File: config.mk
export PLATFORM = sky130hd
export DESIGN_NAME = rv_core
export DESIGN_NICKNAME = d
export VERILOG_FILES = /design/src/rtl/rv_isa_pkg.sv /design/src/rtl/rv_core_pkg.sv /design/src/rtl/rv_alu.sv /design/src/rtl/rv_core.sv /design/src/rtl/rv_decoder.sv /design/src/rtl/rv_regfile.sv
export SDC_FILE = /design/constraint.sdc
export NUM_CORES = 2
export LEC_CHECK = 0
export BUFFER_PORTS_ARGS = -buffer_cell sky130_fd_sc_hd__buf_2
export CORE_ASPECT_RATIO = 0.7
export CORE_MARGIN = 2
export CORE_UTILIZATION = 53
export DETAILED_ROUTE_END_ITERATION = 8
export PLACE_DENSITY = 0.73
export SYNTH_ARGS = -nofsm -noshare
export SYNTH_HDL_FRONTEND = slang
export SYNTH_SLANG_ARGS = --single-unit
File: constraint.sdc
create_clock -name clk -period 8.74 [get_ports clk]
set_input_delay 0.437 -clock clk [delete_from_list [all_inputs] [get_ports clk]]
set_output_delay 0.437 -clock clk [all_outputs]
set_load 0.005 [all_outputs]
File: src/rtl/rv_isa_pkg.sv
package rv_isa_pkg;

  // major opcodes, bits [6:0] of every instruction
  typedef enum logic [6:0] {
    op_lui     = 7'b0110111,
    op_auipc   = 7'b0010111,
    op_jal     = 7'b1101111,
    op_jalr    = 7'b1100111,
    op_branch  = 7'b1100011,
    op_load    = 7'b0000011,
    op_store   = 7'b0100011,
    op_reg_imm = 7'b0010011,
    op_reg_reg = 7'b0110011,
    op_system  = 7'b1110011
  } opcode_e;

  // funct3 of register-immediate and register-register ops
  typedef enum logic [2:0] {
    f3_add     = 3'b000,  // add, sub, addi
    f3_sll     = 3'b001,
    f3_slt     = 3'b010,
    f3_sltu    = 3'b011,
    f3_xor     = 3'b100,
    f3_srl_sra = 3'b101,  // funct7 picks logical or arithmetic
    f3_or      = 3'b110,
    f3_and     = 3'b111
  } funct3_alu_e;

  // funct3 of conditional branches, 010 and 011 are reserved
  typedef enum logic [2:0] {
    br_beq  = 3'b000,
    br_bne  = 3'b001,
    br_blt  = 3'b100,
    br_bge  = 3'b101,
    br_bltu = 3'b110,
    br_bgeu = 3'b111
  } funct3_branch_e;

  localparam logic [2:0] funct3_mem_word = 3'b010;  // lw / sw

  localparam logic [6:0] funct7_base = 7'b0000000;
  localparam logic [6:0] funct7_alt  = 7'b0100000;  // sub, sra, srai

  // r-type field layout, other formats reuse the same bit positions
  typedef struct packed {
    logic [6:0] funct7;
    logic [4:0] rs2;
    logic [4:0] rs1;
    logic [2:0] funct3;
    logic [4:0] rd;
    logic [6:0] opcode;
  } insn_fields_t;

  localparam logic [31:0] ecall_word = 32'h0000_0073;

endpackage

File: src/rtl/rv_core_pkg.sv
package rv_core_pkg;

  localparam int xlen = 32;

  typedef logic [xlen-1:0] word_t;
  typedef logic [4:0] reg_addr_t;

  localparam int num_regs = 32;
  localparam int unsigned pc_step = 4;  // one word per instruction

  typedef logic [3:0] byte_we_t;
  localparam byte_we_t store_we_word = 4'b1111;

  localparam word_t reset_pc = '0;

  typedef enum logic [3:0] {
    alu_add,
    alu_sub,
    alu_sll,
    alu_slt,
    alu_sltu,
    alu_xor,
    alu_srl,
    alu_sra,
    alu_or,
    alu_and,
    alu_pass_b  // lui
  } alu_op_e;

  typedef enum logic [1:0] {
    wb_alu,
    wb_pc_plus4,  // link value of jal / jalr
    wb_load
  } wb_sel_e;

  // all-zero value is a no-op
  typedef struct packed {
    alu_op_e                    alu_op;
    logic                       src_a_pc;   // operand a is the pc
    logic                       src_b_imm;  // operand b is the immediate
    logic                       rf_we;
    wb_sel_e                    wb_sel;
    logic                       is_branch;
    rv_isa_pkg::funct3_branch_e branch_cond;
    logic                       is_jal;
    logic                       is_jalr;
    logic                       is_store;
    logic                       is_halt;
  } ctrl_t;

endpackage

File: src/rtl/rv_alu.sv
module rv_alu (
  input  rv_core_pkg::alu_op_e        op,
  input  rv_core_pkg::word_t          a,
  input  rv_core_pkg::word_t          b,
  input  rv_core_pkg::word_t          rs1_data,
  input  rv_core_pkg::word_t          rs2_data,
  input  rv_isa_pkg::funct3_branch_e  branch_cond,
  output rv_core_pkg::word_t          result,
  output logic                        branch_taken
);

  logic [4:0] shamt;
  logic       a_lt_s;
  logic       a_lt_u;
  logic       rs_eq;
  logic       rs_lt_s;
  logic       rs_lt_u;

  assign shamt  = b[4:0];  // upper bits of b ignored for shifts
  assign a_lt_s = $signed(a) < $signed(b);
  assign a_lt_u = a < b;

  // branch compares always use the raw register values
  assign rs_eq   = rs1_data == rs2_data;
  assign rs_lt_s = $signed(rs1_data) < $signed(rs2_data);
  assign rs_lt_u = rs1_data < rs2_data;

  always_comb begin
    case (op)
      rv_core_pkg::alu_add:    result = a + b;
      rv_core_pkg::alu_sub:    result = a - b;
      rv_core_pkg::alu_sll:    result = a << shamt;
      rv_core_pkg::alu_slt:    result = {{(rv_core_pkg::xlen-1){1'b0}}, a_lt_s};
      rv_core_pkg::alu_sltu:   result = {{(rv_core_pkg::xlen-1){1'b0}}, a_lt_u};
      rv_core_pkg::alu_xor:    result = a ^ b;
      rv_core_pkg::alu_srl:    result = a >> shamt;
      rv_core_pkg::alu_sra:    result = $signed(a) >>> shamt;  // sign fill
      rv_core_pkg::alu_or:     result = a | b;
      rv_core_pkg::alu_and:    result = a & b;
      rv_core_pkg::alu_pass_b: result = b;
      default:                 result = a + b;
    endcase
  end

  // condition only, the core qualifies it with is_branch
  always_comb begin
    case (branch_cond)
      rv_isa_pkg::br_beq:  branch_taken = rs_eq;
      rv_isa_pkg::br_bne:  branch_taken = !rs_eq;
      rv_isa_pkg::br_blt:  branch_taken = rs_lt_s;
      rv_isa_pkg::br_bge:  branch_taken = !rs_lt_s;
      rv_isa_pkg::br_bltu: branch_taken = rs_lt_u;
      rv_isa_pkg::br_bgeu: branch_taken = !rs_lt_u;
      default:             branch_taken = 1'b0;
    endcase
  end

endmodule

File: src/rtl/rv_core.sv
module rv_core (
  input  logic                  clk,
  input  logic                  rst,
  output rv_core_pkg::word_t    pc,
  input  rv_core_pkg::word_t    insn,
  output rv_core_pkg::word_t    dmem_addr,
  input  rv_core_pkg::word_t    dmem_rdata,
  output rv_core_pkg::word_t    dmem_wdata,
  output rv_core_pkg::byte_we_t dmem_we,
  output logic                  halt
);

  rv_isa_pkg::insn_fields_t fields;
  rv_core_pkg::ctrl_t       ctrl;

  rv_core_pkg::word_t imm;
  rv_core_pkg::word_t rs1_data;
  rv_core_pkg::word_t rs2_data;
  rv_core_pkg::word_t alu_a;
  rv_core_pkg::word_t alu_b;
  rv_core_pkg::word_t alu_result;
  rv_core_pkg::word_t wb_data;
  rv_core_pkg::word_t pc_plus4;
  rv_core_pkg::word_t pc_target;  // branch and jal destination
  rv_core_pkg::word_t pc_next;

  logic branch_taken;
  logic rf_we;

  assign fields = rv_isa_pkg::insn_fields_t'(insn);

  rv_decoder i_rv_decoder (
    .insn (insn),
    .ctrl (ctrl),
    .imm  (imm)
  );

  rv_regfile i_rv_regfile (
    .clk      (clk),
    .rst      (rst),
    .we       (rf_we),
    .rd       (fields.rd),
    .rd_data  (wb_data),
    .rs1      (fields.rs1),
    .rs1_data (rs1_data),
    .rs2      (fields.rs2),
    .rs2_data (rs2_data)
  );

  assign alu_a = ctrl.src_a_pc  ? pc  : rs1_data;
  assign alu_b = ctrl.src_b_imm ? imm : rs2_data;

  rv_alu i_rv_alu (
    .op           (ctrl.alu_op),
    .a            (alu_a),
    .b            (alu_b),
    .rs1_data     (rs1_data),
    .rs2_data     (rs2_data),
    .branch_cond  (ctrl.branch_cond),
    .result       (alu_result),
    .branch_taken (branch_taken)
  );

  assign halt = ctrl.is_halt;

  always_comb begin
    case (ctrl.wb_sel)
      rv_core_pkg::wb_pc_plus4: wb_data = pc_plus4;
      rv_core_pkg::wb_load:     wb_data = dmem_rdata;
      default:                  wb_data = alu_result;
    endcase
  end

  assign rf_we = ctrl.rf_we && !halt;

  // data port, address is the alu sum of rs1 and the immediate
  assign dmem_addr  = alu_result;
  assign dmem_wdata = rs2_data;
  assign dmem_we    = (ctrl.is_store && !halt) ? rv_core_pkg::store_we_word : '0;

  assign pc_plus4  = pc + rv_core_pkg::word_t'(rv_core_pkg::pc_step);
  assign pc_target = pc + imm;

  always_comb begin
    if (halt) begin
      pc_next = pc;  // park on the ecall
    end else if (ctrl.is_jal || (ctrl.is_branch && branch_taken)) begin
      pc_next = pc_target;
    end else if (ctrl.is_jalr) begin
      pc_next = {alu_result[rv_core_pkg::xlen-1:1], 1'b0};
    end else begin
      pc_next = pc_plus4;
    end
  end

  always_ff @(posedge clk) begin
    if (rst) begin
      pc <= rv_core_pkg::reset_pc;
    end else begin
      pc <= pc_next;
    end
  end

endmodule

File: src/rtl/rv_decoder.sv
module rv_decoder (
  input  rv_core_pkg::word_t insn,
  output rv_core_pkg::ctrl_t ctrl,
  output rv_core_pkg::word_t imm
);

  rv_isa_pkg::insn_fields_t fields;

  rv_core_pkg::word_t imm_i;
  rv_core_pkg::word_t imm_s;
  rv_core_pkg::word_t imm_b;
  rv_core_pkg::word_t imm_u;
  rv_core_pkg::word_t imm_j;

  logic f7_base;
  logic f7_alt;
  logic shift_op;
  logic sr_alt;   // sra / srai
  logic ri_legal;
  logic rr_legal;

  assign fields = rv_isa_pkg::insn_fields_t'(insn);

  // immediates, sign bit is always insn[31]
  assign imm_i = {{20{insn[31]}}, insn[31:20]};
  assign imm_s = {{20{insn[31]}}, insn[31:25], insn[11:7]};
  assign imm_b = {{19{insn[31]}}, insn[31], insn[7], insn[30:25], insn[11:8], 1'b0};
  assign imm_u = {insn[31:12], 12'b0};
  assign imm_j = {{11{insn[31]}}, insn[31], insn[19:12], insn[20], insn[30:21], 1'b0};

  assign f7_base  = fields.funct7 == rv_isa_pkg::funct7_base;
  assign f7_alt   = fields.funct7 == rv_isa_pkg::funct7_alt;
  assign shift_op = fields.funct3 inside {rv_isa_pkg::f3_sll, rv_isa_pkg::f3_srl_sra};
  assign sr_alt   = f7_alt && fields.funct3 == rv_isa_pkg::f3_srl_sra;

  // immediate forms only constrain funct7 on shifts
  assign ri_legal = !shift_op || f7_base || sr_alt;
  assign rr_legal = f7_base || sr_alt || (f7_alt && fields.funct3 == rv_isa_pkg::f3_add);

  function automatic rv_core_pkg::alu_op_e alu_op_from(logic [2:0] funct3, logic alt);
    case (funct3)
      rv_isa_pkg::f3_add:     return alt ? rv_core_pkg::alu_sub : rv_core_pkg::alu_add;
      rv_isa_pkg::f3_sll:     return rv_core_pkg::alu_sll;
      rv_isa_pkg::f3_slt:     return rv_core_pkg::alu_slt;
      rv_isa_pkg::f3_sltu:    return rv_core_pkg::alu_sltu;
      rv_isa_pkg::f3_xor:     return rv_core_pkg::alu_xor;
      rv_isa_pkg::f3_srl_sra: return alt ? rv_core_pkg::alu_sra : rv_core_pkg::alu_srl;
      rv_isa_pkg::f3_or:      return rv_core_pkg::alu_or;
      rv_isa_pkg::f3_and:     return rv_core_pkg::alu_and;
      default:                return rv_core_pkg::alu_add;
    endcase
  endfunction

  always_comb begin
    ctrl = '0;
    imm  = '0;
    case (fields.opcode)
      rv_isa_pkg::op_lui: begin
        ctrl.alu_op    = rv_core_pkg::alu_pass_b;
        ctrl.src_b_imm = 1'b1;
        ctrl.rf_we     = 1'b1;
        imm            = imm_u;
      end
      rv_isa_pkg::op_auipc: begin
        ctrl.src_a_pc  = 1'b1;  // pc + upper immediate
        ctrl.src_b_imm = 1'b1;
        ctrl.rf_we     = 1'b1;
        imm            = imm_u;
      end
      rv_isa_pkg::op_jal: begin
        ctrl.is_jal = 1'b1;
        ctrl.rf_we  = 1'b1;
        ctrl.wb_sel = rv_core_pkg::wb_pc_plus4;
        imm         = imm_j;
      end
      rv_isa_pkg::op_jalr: begin
        ctrl.is_jalr   = 1'b1;
        ctrl.src_b_imm = 1'b1;  // alu forms rs1 + imm
        ctrl.rf_we     = 1'b1;
        ctrl.wb_sel    = rv_core_pkg::wb_pc_plus4;
        imm            = imm_i;
      end
      rv_isa_pkg::op_branch: begin
        imm = imm_b;
        if (fields.funct3 inside {rv_isa_pkg::br_beq, rv_isa_pkg::br_bne,
                                  rv_isa_pkg::br_blt, rv_isa_pkg::br_bge,
                                  rv_isa_pkg::br_bltu, rv_isa_pkg::br_bgeu}) begin
          ctrl.is_branch   = 1'b1;
          ctrl.branch_cond = rv_isa_pkg::funct3_branch_e'(fields.funct3);
        end
      end
      rv_isa_pkg::op_load: begin
        imm = imm_i;
        if (fields.funct3 == rv_isa_pkg::funct3_mem_word) begin
          ctrl.src_b_imm = 1'b1;
          ctrl.rf_we     = 1'b1;
          ctrl.wb_sel    = rv_core_pkg::wb_load;
        end
      end
      rv_isa_pkg::op_store: begin
        imm = imm_s;
        if (fields.funct3 == rv_isa_pkg::funct3_mem_word) begin
          ctrl.src_b_imm = 1'b1;
          ctrl.is_store  = 1'b1;
        end
      end
      rv_isa_pkg::op_reg_imm: begin
        imm = imm_i;
        if (ri_legal) begin
          ctrl.alu_op    = alu_op_from(fields.funct3, sr_alt);
          ctrl.src_b_imm = 1'b1;
          ctrl.rf_we     = 1'b1;
        end
      end
      rv_isa_pkg::op_reg_reg: begin
        if (rr_legal) begin
          ctrl.alu_op = alu_op_from(fields.funct3, f7_alt);
          ctrl.rf_we  = 1'b1;
        end
      end
      rv_isa_pkg::op_system: begin
        ctrl.is_halt = insn == rv_isa_pkg::ecall_word;  // other system ops are no-ops
      end
      default: ;
    endcase
  end

endmodule

File: src/rtl/rv_regfile.sv
module rv_regfile (
  input  logic                   clk,
  input  logic                   rst,
  input  logic                   we,
  input  rv_core_pkg::reg_addr_t rd,
  input  rv_core_pkg::word_t     rd_data,
  input  rv_core_pkg::reg_addr_t rs1,
  output rv_core_pkg::word_t     rs1_data,
  input  rv_core_pkg::reg_addr_t rs2,
  output rv_core_pkg::word_t     rs2_data
);

  // x0 has no storage
  rv_core_pkg::word_t regs [1:rv_core_pkg::num_regs-1];

  always_ff @(posedge clk) begin
    if (rst) begin
      for (int i = 1; i < rv_core_pkg::num_regs; i++) begin
        regs[i] <= '0;
      end
    end else if (we && rd != '0) begin  // writes to x0 are dropped
      regs[rd] <= rd_data;
    end
  end

  assign rs1_data = (rs1 == '0) ? '0 : regs[rs1];
  assign rs2_data = (rs2 == '0) ? '0 : regs[rs2];

endmodule

==> impl_results.html <==
<table>
<tr><th>Metric</th><th>Value</th></tr>
<tr><th colspan="2">Yosys</th></tr>
<tr><td>Most area-hungry cell type in the Yosys netlist</td><td>edfxtp_1</td></tr>
<tr><td>Mean instance size in the synthesized netlist</td><td>11.3 um2</td></tr>
<tr><td>Total number of yosys warnings</td><td>0</td></tr>
<tr><td>Post-synthesis sequential area ratio</td><td>45.3%</td></tr>
<tr><td>Number of enable-type register cells in the synthesized netlist</td><td>1,024</td></tr>
<tr><td>Dominant synthesized flop cell</td><td>edfxtp_1</td></tr>
<tr><td>Synthesis-stage register bit count</td><td>1,056</td></tr>
<tr><td>Top-area cell type share of the netlist area</td><td>44.4%</td></tr>
<tr><td>Cell types with the largest area share after synthesis</td><td>edfxtp_1 (44%), mux4_2 (16%), nor2_1 (6.6%)</td></tr>
<tr><td>Post-Syn Instances</td><td>6,152</td></tr>
<tr><td>Post-synth cell types</td><td>112</td></tr>
<tr><td>Async set-or-reset flop fraction in the synthesized netlist</td><td>0%</td></tr>
<tr><td>Cell Area, Synth</td><td>69,300 um2</td></tr>
<tr><th colspan="2">Detailed routing</th></tr>
<tr><td>Post-route DRC violation count</td><td>0</td></tr>
<tr><td>Drt first-iter violations</td><td>12,700</td></tr>
<tr><td>Number of nets with antenna violations after detailed routing</td><td>0</td></tr>
<tr><td>Average via count per standard cell</td><td>7.55</td></tr>
<tr><td>Via Count</td><td>61,100</td></tr>
<tr><td>Wire length per cell</td><td>41.6 um</td></tr>
<tr><td>Final wirelength</td><td>337 mm</td></tr>
<tr><td>Detailed Routing Iterations Pass 1</td><td>9</td></tr>
<tr><th colspan="2">Setup path</th></tr>
<tr><td>Kind of capture point of the worst setup path</td><td>output port</td></tr>
<tr><td>Critical path peak fanout</td><td>61</td></tr>
<tr><td>Sequence of cells on the critical path</td><td>buf_8, buf_12, mux4_2, a22oi_1, nand4_1, a32oi_2, inv_1, ha_1, buf_4, nand2_1, o31ai_1, nand4_1, a21oi_1, o21ai_0, a32oi_1, nand4_1, a221o_1, o32ai_2, inv_1, buf_2</td></tr>
<tr><td>Delay of the slowest cell on the worst path</td><td>0.77 ns</td></tr>
<tr><td>Slowest cell on the critical path</td><td>o31ai_1</td></tr>
<tr><td>Arrival time at the worst endpoint</td><td>7.82 ns</td></tr>
<tr><td>Crit-path most repeated cell</td><td>nand4_1</td></tr>
<tr><td>Worst path buffer plus inverter count</td><td>6</td></tr>
<tr><td>Reg2Reg Setup Slack</td><td>1.40 ns</td></tr>
<tr><td>Category of the critical setup timing path</td><td>input port to output port</td></tr>
<tr><td>Kind of cell adding the most delay to the critical path</td><td>compound AO/OA/AOI/OAI gates</td></tr>
<tr><td>Data required time at the worst endpoint</td><td>8.30 ns</td></tr>
<tr><td>Nature of the critical path startpoint</td><td>input port</td></tr>
<tr><th colspan="2">STA</th></tr>
<tr><td>Setup repair after global routing missed its margin</td><td>false</td></tr>
<tr><td>Hold violation count in the final report</td><td>0</td></tr>
<tr><td>Hold Worst Slack</td><td>0.419 ns</td></tr>
<tr><td>Final setup violating endpoints</td><td>0</td></tr>
<tr><td>Final Cycle Share</td><td>94.4%</td></tr>
<tr><td>Actual transition at the worst max-transition pin</td><td>1.60 ns</td></tr>
<tr><td>Fmax</td><td>0.121 GHz</td></tr>
<tr><td>Final-report max-slew violation count</td><td>2</td></tr>
<tr><td>Headroom to the max-slew limit</td><td>-7.91%</td></tr>
<tr><td>Final total negative setup slack</td><td>0 ns</td></tr>
<tr><td>Time the final worst path needs with I/O delays and setup</td><td>8.25 ns</td></tr>
<tr><td>Setup ws final</td><td>0.487 ns</td></tr>
<tr><td>Clock skew after layout</td><td>0.0371 ns</td></tr>
<tr><th colspan="2">Die</th></tr>
<tr><td>Boundary pin count</td><td>167</td></tr>
<tr><td>Initial Util</td><td>53.6%</td></tr>
<tr><td>DIE WIDTH</td><td>436 um</td></tr>
<tr><td>Area of the placeable core</td><td>129,000 um2</td></tr>
<tr><td>Die Outline Area</td><td>134,000 um2</td></tr>
<tr><td>Die Y-Extent</td><td>306 um</td></tr>
<tr><td>Cell row count</td><td>110</td></tr>
<tr><th colspan="2">CTS</th></tr>
<tr><td>Clock tree sinks</td><td>1,056</td></tr>
<tr><td>Setup Fix Bufs, Post-CTS</td><td>0</td></tr>
<tr><td>CTS Root Cell</td><td>clkbuf_16</td></tr>
<tr><td>Clock transition time at the flip-flop clock pins of the worst setup and hold paths</td><td>0.06 ns</td></tr>
<tr><td>Hold_buf cts</td><td>0</td></tr>
<tr><td>Cts bufs inserted</td><td>99</td></tr>
<tr><td>Post-CTS resize count</td><td>0</td></tr>
<tr><td>Number of H-tree levels</td><td>3</td></tr>
<tr><td>Clock tree from TritonCTS</td><td>yes</td></tr>
<tr><td>Clock latency at the later pin of the worst-skew pair</td><td>0.76 ns</td></tr>
<tr><td>Number of buffers between clock root and the deepest sink</td><td>3</td></tr>
<tr><th colspan="2">Finish</th></tr>
<tr><td>Total Nets Final</td><td>6,484</td></tr>
<tr><td>Layout Area Growth over Synthesis</td><td>10.5%</td></tr>
<tr><td>Core Util, Final</td><td>59.3%</td></tr>
<tr><td>Commonest non-fill, non-tap cell in the layout</td><td>nor2_1</td></tr>
<tr><td>Fraction of layout cells with a size suffix above 1</td><td>22.4%</td></tr>
<tr><td>Top library cells by usage in the layout, fill and taps aside</td><td>nor2_1 (1,222), edfxtp_1 (1,024), mux4_2 (497), buf_4 (343), nand2_1 (309)</td></tr>
<tr><td>Non-Filler Cell Area, Final</td><td>76,500 um2</td></tr>
<tr><td>Final instance count without filler cells</td><td>8,092</td></tr>
<tr><td>Fillcell total</td><td>10,400</td></tr>
<tr><th colspan="2">Power</th></tr>
<tr><td>Maximum vdd drop</td><td>0.199 mV</td></tr>
<tr><td>Pwr/cell area</td><td>209 nW/um2</td></tr>
<tr><td>Leakage Power</td><td>29.5 nW</td></tr>
<tr><td>Overall power after layout</td><td>16.0 mW</td></tr>
<tr><th colspan="2">Global route</th></tr>
<tr><td>Total congestion overflow after global routing</td><td>0</td></tr>
<tr><td>GR Layer Usage met2</td><td>62.3%</td></tr>
<tr><td>Layer with the highest usage after global routing</td><td>met1</td></tr>
<tr><td>GRT met1 Usage</td><td>67.1%</td></tr>
<tr><td>Antenna violations before repair</td><td>44</td></tr>
<tr><td>Total global-route track usage</td><td>49.5%</td></tr>
<tr><td>Largest net degree at the start of global routing</td><td>81</td></tr>
<tr><td>First-pass GRT wire length</td><td>458 mm</td></tr>
<tr><td>GR met3 Demand/Resource</td><td>29.2%</td></tr>
<tr><td>Via count of the first global-routing pass</td><td>56,200</td></tr>
<tr><th colspan="2">Placed design</th></tr>
<tr><td>Worst slack at placement</td><td>0.853 ns</td></tr>
<tr><td>HPWL after detailed placement</td><td>235 mm</td></tr>
<tr><td>Routability Congestion</td><td>1.16</td></tr>
<tr><td>Buffers added on ports</td><td>166</td></tr>
<tr><td>Placed instance area</td><td>73,100 um2</td></tr>
<tr><td>Cell count after placement</td><td>7,887</td></tr>
<tr><th colspan="2">Run status</th></tr>
<tr><td>Result of the run</td><td>complete, but fails checks</td></tr>
<tr><td>Violated checks</td><td>capacitance limit, slew limit</td></tr>
<tr><th colspan="2">Flow run</th></tr>
<tr><td>Number of maximum-capacitance violations</td><td>1</td></tr>
<tr><th colspan="2">Min path</th></tr>
<tr><td>Worst Hold Class</td><td>input port to flip-flop</td></tr>
</table>
[worst min-delay path, cell delays in order]
cell and delay, ns:
buf_2 0.08, a221o_1 0.16, o21ai_2 0.07, buf_12 0.18, inv_1 0.08
[where the power goes]
part | switching [mW] | internal, mW
Combinational | 3.91 | 1.60
Clock | 2.06 | 2.56
Sequential | 0.117 | 5.76
[cells in the mapped netlist, types with 22 or more instances]
cell type,n
ha_1,163
o211ai_1,105
a211oi_1,51
buf_4,37
buf_6,41
a31oi_1,40
clkbuf_1,288
buf_2,152
a22o_1,41
nor2_2,41
a22oi_1,79
nor2_1,1225
and2_1,22
and3_1,41
edfxtp_1,1024
a21o_1,64
nand4_1,76
inv_1,191
nand3_1,191
xnor2_1,60
dfxtp_1,32
o21ai_0,151
mux2i_1,173
o22ai_1,34
nor3_1,67
nand2b_1,54
a21oi_1,217
buf_1,46
a221o_1,23
o22a_1,47
nand2_1,337
o21ai_1,39
mux4_2,497
o21bai_1,22
[sequential cells by signal, indices dropped and copies added, names as in the netlist]
register,count
pc,32
i_rv_regfile.regs,1024
[final timing paths]
check,start,to,cells after the start
worst min-delay path,dmem_rdata[17],i_rv_regfile.regs[0][17],5
worst max-delay path,insn[15],dmem_addr[0],20
worst min register to register,pc[4],pc[4],3
worst max register to register,i_rv_regfile.regs[8][5],i_rv_regfile.regs[19][0],19
[per-layer routing]
metal	share of wire [%]	wire length (um)
met1	36	120000
met2	37	126000
met3	21	69600
met4	6.0	20300
met5	0.23	787
[logic make-up (layout without fill, tap and decap cells)]
kind of cell,Yosys count,count (layout),synth area share (%)
and+or+nand+nor,2178,2178,13.8
buffers and inverters,777,930,5.27
adders and majority gates,166,166,3.03
muxes,684,684,18.9
AOI/OAI and AO/OA,1211,1211,12.7
other,1,52,0.00541
xor gates and xnor gates,79,79,0.999
DFF,1056,1056,45.3
[final cells by class]
| class | instances | area [um2] | share of cell area, % |
|---|---|---|---|
| Multi-Input combinational cell | 4350 | 34700 | 45.3 |
| Sequential cell | 1056 | 31400 | 41.0 |
| Timing Repair Buffer | 539 | 4070 | 5.32 |
| Clock buffer | 110 | 2540 | 3.32 |
| Tap cell | 1736 | 2170 | 2.84 |
| Clock inverter | 75 | 843 | 1.10 |
| Inverter | 206 | 776 | 1.01 |
| Antenna cell | 20 | 50.0 | 0.0654 |
No activity file was read; power rests on OpenSTA's default activity.
